===== src/soc_cfg.svh =====
// SoC configuration
// Bus widths, device map and register offsets of the peripheral subsystem
`ifndef SOC_CFG_SVH
`define SOC_CFG_SVH

`define BUS_DATA_WIDTH       32
`define APB_ADDR_WIDTH       12  // Host address
`define APB_SLAVE_ADDR_WIDTH 8   // Offset inside one device

`define APB_DEV_COUNT 2
`define GPIO_IDX      0  // Device index and psel bit
`define TIMER_IDX     1

`define GPIO_WIDTH 8
`define IRQ_COUNT  2

// GPIO register map
`define GPIO_OUT_OFF      8'h00
`define GPIO_IN_OFF       8'h04
`define GPIO_IRQ_EN_OFF   8'h08
`define GPIO_IRQ_STAT_OFF 8'h0C

// Timer register map
`define TIMER_CTRL_OFF  8'h00
`define TIMER_LOAD_OFF  8'h04
`define TIMER_COUNT_OFF 8'h08
`define TIMER_STAT_OFF  8'h0C

`endif


===== src/soc_pkg.sv =====
// SoC types
// Vector types for the host port, APB and interrupt paths, and the bridge FSM states
`default_nettype none

`include "soc_cfg.svh"

package soc_pkg;

    typedef logic [`BUS_DATA_WIDTH-1:0]       data_t;
    typedef logic [`APB_ADDR_WIDTH-1:0]       addr_t;
    typedef logic [`APB_SLAVE_ADDR_WIDTH-1:0] reg_off_t;
    typedef logic [`APB_DEV_COUNT-1:0]        dev_sel_t;  // One-hot device select
    typedef logic [`GPIO_WIDTH-1:0]           gpio_t;
    typedef logic [`IRQ_COUNT-1:0]            irq_vec_t;
    typedef logic [7:0]                       irq_id_t;

    // Bridge transfer phases
    typedef enum logic [1:0] {
        ST_IDLE,
        ST_SETUP,
        ST_ACCESS,
        ST_DONE
    } bridge_state_t;

endpackage

`default_nettype wire


===== src/irq_ctrl.sv =====
// Interrupt controller
// Registers the request line and a fixed-priority id of the pending sources.
// The lowest set bit of the vector wins
`default_nettype none

`include "soc_cfg.svh"

module irq_ctrl
    import soc_pkg::*;
(
    input  wire      clk,
    input  wire      rst_i,
    input  irq_vec_t irq_vec_i,
    output logic     irq_req_o,
    output irq_id_t  irq_id_o
);

    irq_id_t id_next;

    // Scan from the top so the lowest index is assigned last
    always_comb begin
        id_next = irq_id_o;  // Hold when idle
        for (int i = `IRQ_COUNT - 1; i >= 0; i--) begin
            if (irq_vec_i[i]) begin
                id_next = irq_id_t'(i);
            end
        end
    end

    always_ff @(posedge clk) begin
        if (rst_i) begin
            irq_req_o <= 1'b0;
            irq_id_o  <= '0;
        end else begin
            irq_req_o <= |irq_vec_i;
            irq_id_o  <= id_next;
        end
    end

endmodule

`default_nettype wire


===== src/host_apb_bridge.sv =====
// Host to APB bridge
// Turns one four-phase req/ack transfer into a single APB SETUP/ACCESS pair.
// The address bits above the register offset select the device; an index out
// of range is answered at once with an error and no bus access
`default_nettype none

`include "soc_cfg.svh"

module host_apb_bridge
    import soc_pkg::*;
(
    input  wire        clk,
    input  wire        rst_i,
    // Host side
    input  wire        host_req_i,
    input  wire        host_we_i,
    input  wire addr_t host_addr_i,
    input  wire data_t host_wdata_i,
    output logic       host_ack_o,
    output data_t      host_rdata_o,
    output logic       host_err_o,
    // APB master
    output dev_sel_t   psel_o,
    output logic       penable_o,
    output reg_off_t   paddr_o,
    output logic       pwrite_o,
    output data_t      pwdata_o,
    input  wire data_t gpio_prdata_i,
    input  wire        gpio_pslverr_i,
    input  wire data_t timer_prdata_i,
    input  wire        timer_pslverr_i
);

    localparam int DevIdxW = `APB_ADDR_WIDTH - `APB_SLAVE_ADDR_WIDTH;

    bridge_state_t      state, state_next;
    logic [DevIdxW-1:0] dev_idx;
    logic               dev_bad;
    logic               start;
    dev_sel_t           sel_q;
    reg_off_t           off_q;
    logic               we_q;
    data_t              wdata_q;
    data_t              rdata_q;
    logic               err_q;
    data_t              mux_rdata;
    logic               mux_err;

    assign dev_idx = host_addr_i[`APB_ADDR_WIDTH-1:`APB_SLAVE_ADDR_WIDTH];
    assign dev_bad = dev_idx >= `APB_DEV_COUNT;
    assign start   = (state == ST_IDLE) && host_req_i;

    always_comb begin
        state_next = state;
        case (state)
            ST_IDLE: begin
                if (host_req_i) begin
                    state_next = dev_bad ? ST_DONE : ST_SETUP;
                end
            end
            ST_SETUP:  state_next = ST_ACCESS;
            ST_ACCESS: state_next = ST_DONE;
            ST_DONE: begin
                if (!host_req_i) begin
                    state_next = ST_IDLE;  // Four-phase release
                end
            end
            default:   state_next = ST_IDLE;
        endcase
    end

    always_ff @(posedge clk) begin
        if (rst_i) begin
            state <= ST_IDLE;
        end else begin
            state <= state_next;
        end
    end

    // Request latch, stable for the whole transfer
    always_ff @(posedge clk) begin
        if (start) begin
            sel_q   <= dev_sel_t'(1) << dev_idx;
            off_q   <= host_addr_i[`APB_SLAVE_ADDR_WIDTH-1:0];
            we_q    <= host_we_i;
            wdata_q <= host_wdata_i;
        end
    end

    // Read return from the selected device
    always_comb begin
        mux_rdata = '0;
        mux_err   = 1'b0;
        if (sel_q[`GPIO_IDX]) begin
            mux_rdata = gpio_prdata_i;
            mux_err   = gpio_pslverr_i;
        end
        if (sel_q[`TIMER_IDX]) begin
            mux_rdata = timer_prdata_i;
            mux_err   = timer_pslverr_i;
        end
    end

    always_ff @(posedge clk) begin
        if (state == ST_ACCESS) begin
            rdata_q <= mux_rdata;
        end else if (start && dev_bad) begin
            rdata_q <= '0;
        end
    end

    always_ff @(posedge clk) begin
        if (rst_i) begin
            err_q <= 1'b0;
        end else if (state == ST_ACCESS) begin
            err_q <= mux_err;
        end else if (start) begin
            err_q <= dev_bad;  // Decode error
        end
    end

    assign psel_o       = (state == ST_SETUP || state == ST_ACCESS) ? sel_q : '0;
    assign penable_o    = state == ST_ACCESS;
    assign paddr_o      = off_q;
    assign pwrite_o     = we_q;
    assign pwdata_o     = wdata_q;
    assign host_ack_o   = state == ST_DONE;
    assign host_rdata_o = rdata_q;
    assign host_err_o   = err_q;

endmodule

`default_nettype wire


===== src/apb_gpio.sv =====
// APB GPIO
// Output register, two-flop input synchronizer and rising-edge interrupts.
// IRQ_STAT bits are cleared by writing ones
`default_nettype none

`include "soc_cfg.svh"

module apb_gpio
    import soc_pkg::*;
(
    input  wire           clk,
    input  wire           rst_i,
    input  wire           psel_i,
    input  wire           penable_i,
    input  wire reg_off_t paddr_i,
    input  wire           pwrite_i,
    input  wire data_t    pwdata_i,
    output data_t         prdata_o,
    output logic          pslverr_o,
    input  wire gpio_t    gpio_in_i,
    output gpio_t         gpio_out_o,
    output logic          irq_o
);

    gpio_t out_q, irq_en_q, stat_q;
    gpio_t sync1_q, sync2_q, prev_q;
    gpio_t rise, stat_clr;
    logic  wr_en;

    assign wr_en    = psel_i & penable_i & pwrite_i;
    assign rise     = sync2_q & ~prev_q & irq_en_q;
    assign stat_clr = (wr_en && paddr_i == `GPIO_IRQ_STAT_OFF) ?
                      pwdata_i[`GPIO_WIDTH-1:0] : '0;

    always_comb begin
        prdata_o  = '0;
        pslverr_o = 1'b0;
        case (paddr_i)
            `GPIO_OUT_OFF:      prdata_o = data_t'(out_q);
            `GPIO_IN_OFF: begin
                prdata_o  = data_t'(sync2_q);
                pslverr_o = psel_i & pwrite_i;  // Read only
            end
            `GPIO_IRQ_EN_OFF:   prdata_o = data_t'(irq_en_q);
            `GPIO_IRQ_STAT_OFF: prdata_o = data_t'(stat_q);
            default:            pslverr_o = psel_i;
        endcase
    end

    always_ff @(posedge clk) begin
        if (rst_i) begin
            out_q    <= '0;
            irq_en_q <= '0;
            stat_q   <= '0;
            sync1_q  <= '0;
            sync2_q  <= '0;
            prev_q   <= '0;
        end else begin
            sync1_q <= gpio_in_i;
            sync2_q <= sync1_q;
            prev_q  <= sync2_q;  // Edge reference
            stat_q  <= (stat_q & ~stat_clr) | rise;  // New edge beats clear
            if (wr_en && paddr_i == `GPIO_OUT_OFF) begin
                out_q <= pwdata_i[`GPIO_WIDTH-1:0];
            end
            if (wr_en && paddr_i == `GPIO_IRQ_EN_OFF) begin
                irq_en_q <= pwdata_i[`GPIO_WIDTH-1:0];
            end
        end
    end

    assign gpio_out_o = out_q;
    assign irq_o      = |stat_q;

endmodule

`default_nettype wire


===== src/apb_timer.sv =====
// APB timer
// Down counter on clk with one-shot and auto-reload modes.
// CTRL bit 0 enables, bit 1 selects auto-reload; STAT bit 0 flags expiry
`default_nettype none

`include "soc_cfg.svh"

module apb_timer
    import soc_pkg::*;
(
    input  wire           clk,
    input  wire           rst_i,
    input  wire           psel_i,
    input  wire           penable_i,
    input  wire reg_off_t paddr_i,
    input  wire           pwrite_i,
    input  wire data_t    pwdata_i,
    output data_t         prdata_o,
    output logic          pslverr_o,
    output logic          irq_o
);

    logic  en_q, auto_q, expired_q;
    data_t load_q, count_q;
    logic  wr_en;
    logic  expire;
    logic  stat_clr;

    assign wr_en    = psel_i & penable_i & pwrite_i;
    assign expire   = en_q && (count_q == data_t'(1));  // Last decrement
    assign stat_clr = wr_en && paddr_i == `TIMER_STAT_OFF && pwdata_i[0];

    always_comb begin
        prdata_o  = '0;
        pslverr_o = 1'b0;
        case (paddr_i)
            `TIMER_CTRL_OFF:  prdata_o = data_t'({auto_q, en_q});
            `TIMER_LOAD_OFF:  prdata_o = load_q;
            `TIMER_COUNT_OFF: begin
                prdata_o  = count_q;
                pslverr_o = psel_i & pwrite_i;
            end
            `TIMER_STAT_OFF:  prdata_o = data_t'(expired_q);
            default:          pslverr_o = psel_i;
        endcase
    end

    always_ff @(posedge clk) begin
        if (rst_i) begin
            en_q      <= 1'b0;
            auto_q    <= 1'b0;
            expired_q <= 1'b0;
            load_q    <= '0;
            count_q   <= '0;
        end else begin
            expired_q <= (expired_q & ~stat_clr) | expire;
            if (expire && !auto_q) begin
                en_q <= 1'b0;  // One-shot stops itself
            end
            if (wr_en && paddr_i == `TIMER_CTRL_OFF) begin
                en_q   <= pwdata_i[0];
                auto_q <= pwdata_i[1];
            end
            // A LOAD write restarts the count
            if (wr_en && paddr_i == `TIMER_LOAD_OFF) begin
                load_q  <= pwdata_i;
                count_q <= pwdata_i;
            end else if (expire) begin
                count_q <= auto_q ? load_q : '0;
            end else if (en_q && count_q != '0) begin
                count_q <= count_q - 1'b1;
            end
        end
    end

    assign irq_o = expired_q;

endmodule

`default_nettype wire


===== src/soc_top.sv =====
// Peripheral subsystem top
// Host bridge, GPIO, timer and interrupt controller on a shared APB
`default_nettype none

`include "soc_cfg.svh"

module soc_top
    import soc_pkg::*;
(
    input  wire        clk,
    input  wire        rst_i,
    input  wire        host_req_i,
    input  wire        host_we_i,
    input  wire addr_t host_addr_i,
    input  wire data_t host_wdata_i,
    output logic       host_ack_o,
    output data_t      host_rdata_o,
    output logic       host_err_o,
    input  wire gpio_t gpio_in_i,
    output gpio_t      gpio_out_o,
    output logic       irq_req_o,
    output irq_id_t    irq_id_o
);

    dev_sel_t psel;
    logic     penable;
    reg_off_t paddr;
    logic     pwrite;
    data_t    pwdata;
    data_t    gpio_prdata, timer_prdata;
    logic     gpio_pslverr, timer_pslverr;
    logic     gpio_irq, timer_irq;
    irq_vec_t irq_vec;

    assign irq_vec = {gpio_irq, timer_irq};  // Timer first in priority

    host_apb_bridge u_bridge (
        .clk            (clk),
        .rst_i          (rst_i),
        .host_req_i     (host_req_i),
        .host_we_i      (host_we_i),
        .host_addr_i    (host_addr_i),
        .host_wdata_i   (host_wdata_i),
        .host_ack_o     (host_ack_o),
        .host_rdata_o   (host_rdata_o),
        .host_err_o     (host_err_o),
        .psel_o         (psel),
        .penable_o      (penable),
        .paddr_o        (paddr),
        .pwrite_o       (pwrite),
        .pwdata_o       (pwdata),
        .gpio_prdata_i  (gpio_prdata),
        .gpio_pslverr_i (gpio_pslverr),
        .timer_prdata_i (timer_prdata),
        .timer_pslverr_i(timer_pslverr)
    );

    apb_gpio u_gpio (
        .clk       (clk),
        .rst_i     (rst_i),
        .psel_i    (psel[`GPIO_IDX]),
        .penable_i (penable),
        .paddr_i   (paddr),
        .pwrite_i  (pwrite),
        .pwdata_i  (pwdata),
        .prdata_o  (gpio_prdata),
        .pslverr_o (gpio_pslverr),
        .gpio_in_i (gpio_in_i),
        .gpio_out_o(gpio_out_o),
        .irq_o     (gpio_irq)
    );

    apb_timer u_timer (
        .clk      (clk),
        .rst_i    (rst_i),
        .psel_i   (psel[`TIMER_IDX]),
        .penable_i(penable),
        .paddr_i  (paddr),
        .pwrite_i (pwrite),
        .pwdata_i (pwdata),
        .prdata_o (timer_prdata),
        .pslverr_o(timer_pslverr),
        .irq_o    (timer_irq)
    );

    irq_ctrl u_irq_ctrl (
        .clk      (clk),
        .rst_i    (rst_i),
        .irq_vec_i(irq_vec),
        .irq_req_o(irq_req_o),
        .irq_id_o (irq_id_o)
    );

endmodule

`default_nettype wire


===== config.mk =====
export PLATFORM = sky130hd
export DESIGN_NAME = soc_top
export DESIGN_NICKNAME = d
export VERILOG_FILES = /design/src/soc_pkg.sv /design/src/irq_ctrl.sv /design/src/host_apb_bridge.sv /design/src/apb_gpio.sv /design/src/apb_timer.sv /design/src/soc_top.sv
export VERILOG_INCLUDE_DIRS = /design/src /design/src/src
export SDC_FILE = /design/constraint.sdc
export NUM_CORES = 1
export LEC_CHECK = 0
export BUFFER_PORTS_ARGS = -buffer_cell sky130_fd_sc_hd__buf_2
export CORE_ASPECT_RATIO = 2
export CORE_MARGIN = 8
export CORE_UTILIZATION = 45
export DETAILED_ROUTE_END_ITERATION = 10
export PLACE_DENSITY_LB_ADDON = 0.3
export SYNTH_ARGS = -nofsm -noshare
export SYNTH_HDL_FRONTEND = slang
export SYNTH_SLANG_ARGS = --single-unit

===== constraint.sdc =====
create_clock -name clk -period 8.9 [get_ports clk]
set_clock_uncertainty 0.15 [all_clocks]
set_input_delay 2.67 -clock clk [delete_from_list [all_inputs] [get_ports clk]]
set_output_delay 2.67 -clock clk [all_outputs]
set_load 0.05 [all_outputs]

After elaboration in Yosys (flattened, before gate mapping)
Index checks and enable logic that the tools add are counted.

word-level totals
  memory bits (read-only) = 0
  word-level logic and storage cells = 98
  RAM bits = 0
  flip-flop bits (word level) = 195
  bits in latches = 0
  memories = 0
  input port bits = 56
  output and inout port bits = 51

cells by class
  equality and inequality tests = 9
  multiply operators = 0
  multiplexer cells = 24
  divide/modulo/power cells = 0
  $add $sub $neg = 1
  shift operators = 1
  magnitude comparators = 1
  reduce and logical (&&, ||, !) cells = 27
  bitwise gates (word level) = 15

operators with widths
  operator                 number
  $mux W32                 8
  $pmux W32 S4             1
  $eq A32 B1 Y1 const B    1
  $pmux W8 S4              1
  $reduce_bool A32 Y1      1
  $sub A32 B1 Y32 const B  1
  $and A8 B8 Y8            3
  $eq A8 B4 Y1 const B     2
  $not A8 Y8               2
  $logic_and A1 B1 Y1      12
  $reduce_or A9 Y1         1
  $eq A8 B3 Y1 const B     1
  $logic_not A8 Y1         1
  $mux W2                  4
  $mux W8                  1
  $or A8 B8 Y8             1
  $pmux W2 S4              1
  $reduce_or A8 Y1         1
  $and A1 B1 Y1            7
  $mux W1                  6
  $reduce_bool A2 Y1       3
  $reduce_or A3 Y1         2
  $eq A2 B2 Y1 const B     2
  $ge A4 B2 Y1 const B     1
  other kinds (12)         14

Longest topological paths before layout
  word-level depth = 10
  mapped depth = 10
  mapped depth without buffers = 8

Modules after synthesis
A second synthesis with hierarchy kept.

second synthesis, totals
  cells, all modules = 983
  area total of the unflattened synthesis = 9,728.1 µm²

by module, submodules not included
  module           instances  cells each  area each (µm²)  sequential area each (µm²)
  apb_timer        1          566         4,372.9          1,341.3
  host_apb_bridge  1          184         3,009.1          2,312.2
  apb_gpio         1          219         2,228.4          960.9
  irq_ctrl         1          14          117.6            40.0

Worst setup path before layout
No wires, ideal clock.

  path type = input to register
  start = input port host_req_i
  end = register u_bridge.rdata_q[0] (netlist: u_bridge.host_rdata_o[0]) (enable)
  arrival time = 4,316 ps
  stages = 2
  setup slack = 4,004 ps
  setup time = 430 ps
  data required time = 8,320 ps
  cell sequence = nand2_1 > o21bai_1

on the way
  word-level cells in the longest chain between the ends = 3

ends and longest elaborated chain
  element                              RTL line                RTL
  from (decl)                          soc_top.sv:12           input wire host_req_i,
  $logic_and A1 B1 Y1                  host_apb_bridge.sv:51   assign start = (state == ST_IDLE) && host_req_i;
  $logic_and A1 B1 Y1                  host_apb_bridge.sv:107  end else if (start && dev_bad) begin
  $reduce_bool A2 Y1 (no source line)  -
  to (signal assigned)                 host_apb_bridge.sv:106  rdata_q <= mux_rdata;
  to (decl)                            host_apb_bridge.sv:44   data_t rdata_q;

No other way between the ends.
A chain may end at the register's enable or synchronous reset.

Worst setup path in the final report
  start = register u_bridge.state[1]
  end = output port host_ack_o

on the way
  word-level cells in the longest chain between the ends = 1

ends and longest elaborated chain
  element                 RTL line                RTL
  from (decl)             host_apb_bridge.sv:36   bridge_state_t state, state_next;
  from (signal assigned)  host_apb_bridge.sv:76   state <= state_next;
  $eq A2 B2 Y1            host_apb_bridge.sv:127  assign host_ack_o = state == ST_DONE;
  to (decl)               soc_top.sv:16           output logic host_ack_o,

No other way between the ends.

==> flow_metrics.tcl <==
set metrics [dict create \
    path_max_fanout 3 \
    ys_warn_count 0 \
    cts_buffers 17 \
    place_ws_ps 4490 \
    synthMuxAreaShare_pct 3.79 \
    total_power_mw 2.37 \
    cp.required_ps 6080 \
    fmax_mhz 246 \
    vias 6899 \
    ctsHoldBuffers 0 \
    finalMaxSlewViolations 0 \
    cts.clk_slew.worst_paths_ps 80 \
    synth-main-ff-cell "dfxtp_1" \
    port_buffers 99 \
    synth_xor_area_share_pct 0.205 \
    grt_pass1_wl_mm 36.2 \
    grt_remaining_overflow 0 \
    swShare_pct 34.4 \
    cell_internal_pwr_mw 1.56 \
    grt_max_degree 95 \
    synth_top_family_by_area "simple AND/OR/NAND/NOR gates" \
    synth_top_area_share_pct 28.1 \
    drive_gt1_share_pct 18.1 \
    netlist_area_um2 8550 \
    p_leak_nw 3.53 \
    synth-edff-count 75 \
    hpwl_mm 15.3 \
    viasPerCell 5.73 \
    synth_area_leaders "dfxtp_1 (28%), edfxtp_1 (26%), nand2_1 (6.0%)" \
    dr.pass1.iters 5 \
    drc_errors 0 \
    die_h_um 211 \
    hold_viol 0 \
    syn-instance-count 874 \
    worstSetupStartpointType "flip-flop" \
    setup_tns_ps 0 \
    fin_crit_ps 4070 \
    fp-row-count 71 \
    tightest_slew_ps 1160 \
    antenna_found_initial 0 \
    ios 107 \
    yosys.area_share.simple_pct 20.3 \
    routedWlPerCell_um 18.9 \
    crit_path_end_kind "output port" \
    synth.avg_cell_area_um2 9.79 \
    fill_cells 1727 \
    synth-async-reset-ratio_pct 0 \
    ys_seq_area_share_pct 54.4 \
    max_slew_margin_pct 22.5 \
    power_switching_mw 0.817 \
    synth_adder_area_share_pct 0.878 \
    synth.distinct_cells 71 \
    setup_viol 0 \
    synth_area_leader_cell "dfxtp_1" \
    first_iter_violations 370 \
    grt_pass1_vias 7091 \
    h-tree-depth 4 \
    worst_skew_pair.late_latency_ps 450 \
    ir_drop_mv 0.161 \
    track_usage_pct 19.2 \
    clockPowerShare_pct 32.2 \
    routabilityCongestion 0.867 \
    drv_cap 0 \
    coreArea_um2 18700 \
    grt_setup_unrepaired "false" \
    routed_wl_mm 22.8 \
    p_comb_share_pct 19.6 \
    die_w_um 113 \
    power_density_nw_per_um2 243 \
    clock_sinks 195 \
    initial_utilization_pct 45.6 \
    run_status "finished clean" \
    fin_nets 999 \
    dieArea_um2 23900 \
    final.setup.worst_slack_ps 4830 \
    cts_resized 0 \
    tritoncts "built" \
    worst_ep_arrival_time_ps 1250 \
    fin_crit_sh_pct 45.7 \
    clk_path_buf_depth 2 \
    area_growth_pct 14.2 \
    sequentialPowerShare_pct 48.2 \
    cts-root-buf "clkbuf_16" \
    ys_ff_latch 195 \
    num_antenna_cells 0 \
    final_antenna_net_count 0 \
    path_class "flip-flop to output port" \
    post_cts_buffers 0 \
    min_path_type "flip-flop to flip-flop" \
    synth_compound_area_share_pct 15.8 \
]
[sequential cells by signal (all words and copies together) (netlist names), 2 cells and up]
name / flops
u_gpio.sync2_q: 8
u_gpio.sync1_q: 8
u_bridge.state: 2
u_timer.count_q: 32
u_bridge.pwdata_o: 32
u_bridge.paddr_o: 8
u_gpio.stat_q: 8
u_gpio.prev_q: 8
u_bridge.sel_q: 2
u_timer.load_q: 32
u_bridge.host_rdata_o: 32
u_gpio.irq_en_q: 8
u_gpio.gpio_out_o: 8
[area by class of cell]
cell class | instances | area, um^2 | area share, %
Sequential cell | 195 | 4650 | 47.7
Multi-Input combinational cell | 598 | 3570 | 36.6
Clock buffer | 19 | 454 | 4.65
Tap cell | 255 | 319 | 3.27
Inverter | 16 | 60.1 | 0.615
Timing Repair Buffer | 109 | 573 | 5.87
Clock inverter | 13 | 131 | 1.35
[cells in the final DEF, fill, tap and decap left out, drive strengths merged, types with 22 or more instances in the layout]
cell type and instances:
dfxtp 120, buf 109, a22oi 38, nand2 137, inv 25, edfxtp 75, nor2 96, a21oi 52
nor2b 25, nor3 22
[layer usage]
| layer | global-route usage, % | vias up | wire [um] |
|---|---|---|---|
| li1 | - | 3305 | - |
| met1 | 18.7 | 3298 | 8070 |
| met2 | 35.6 | 222 | 12600 |
| met3 | 3.95 | 74 | 1120 |
| met4 | 12.5 | 0 | 980 |
| met5 | 0 | - | 0 |
[power groups by stage]
stage          logic, mW  clock network (mW)  registers, mW
2_1_floorplan      0.135                   0           1.36
3_3_place_gp       0.469                   0           1.16
3_5_place_dp       0.475                   0           1.16
4_1_cts            0.476               0.778           1.15
5_1_grt            0.493               0.806           1.16
6_report           0.466               0.764           1.14
[stage by stage]
stage               area, um^2  std cells  hold WS [ps]  util, %
finish                    9760       1205           287     52.1
global route              9760       1205           301     52.1
CTS                       9760       1205           290     52.1
detailed placement        9180       1173           272     49.0
global placement          9180       1173           268     49.0
floorplan                 8580        880           264        -
[cells by family after synthesis]
| logic type | count (synthesis) |
|---|---|
| other cells | 1 |
| simple gates | 362 |
| fa+ha+maj | 6 |
| mux | 28 |
| flops | 195 |
| xor+xnor | 2 |
| compound gates | 193 |
| buf+inv | 87 |
[Yosys cell counts (7+ instances only)]
master and n:
nand2_1 137, dfxtp_1 120, nor2_1 96, edfxtp_1 75
a21oi_1 52, clkbuf_1 48, a22oi_1 38, nor2b_1 25
nor3_1 21, mux2i_1 20, inv_1 16, nand3_1 16
o21ai_0 16, nor4_1 14, a311oi_1 12, nand4_1 10
a211oi_1 9, a221oi_1 8, a32oi_1 8, buf_4 7
o22ai_1 7
[worst max-delay path: stages (launching register included)]
cell	delay [ps]
dfxtp_1	370
ha_1	170
buf_2	260
[path summary, 6_finish.rpt]
check / cells after the start / from / to / slack (ps)
max reg2reg: 6 / u_timer.count_q[11] / u_timer.count_q[30] / 4990
max: 2 / u_bridge.state[1] / host_ack_o / 4830
min reg2reg: 1 / u_gpio.sync1_q[1] / u_gpio.sync2_q[1] / 290
min: 1 / u_gpio.sync1_q[1] / u_gpio.sync2_q[1] / 290
No activity file was read; power rests on OpenSTA's default activity.
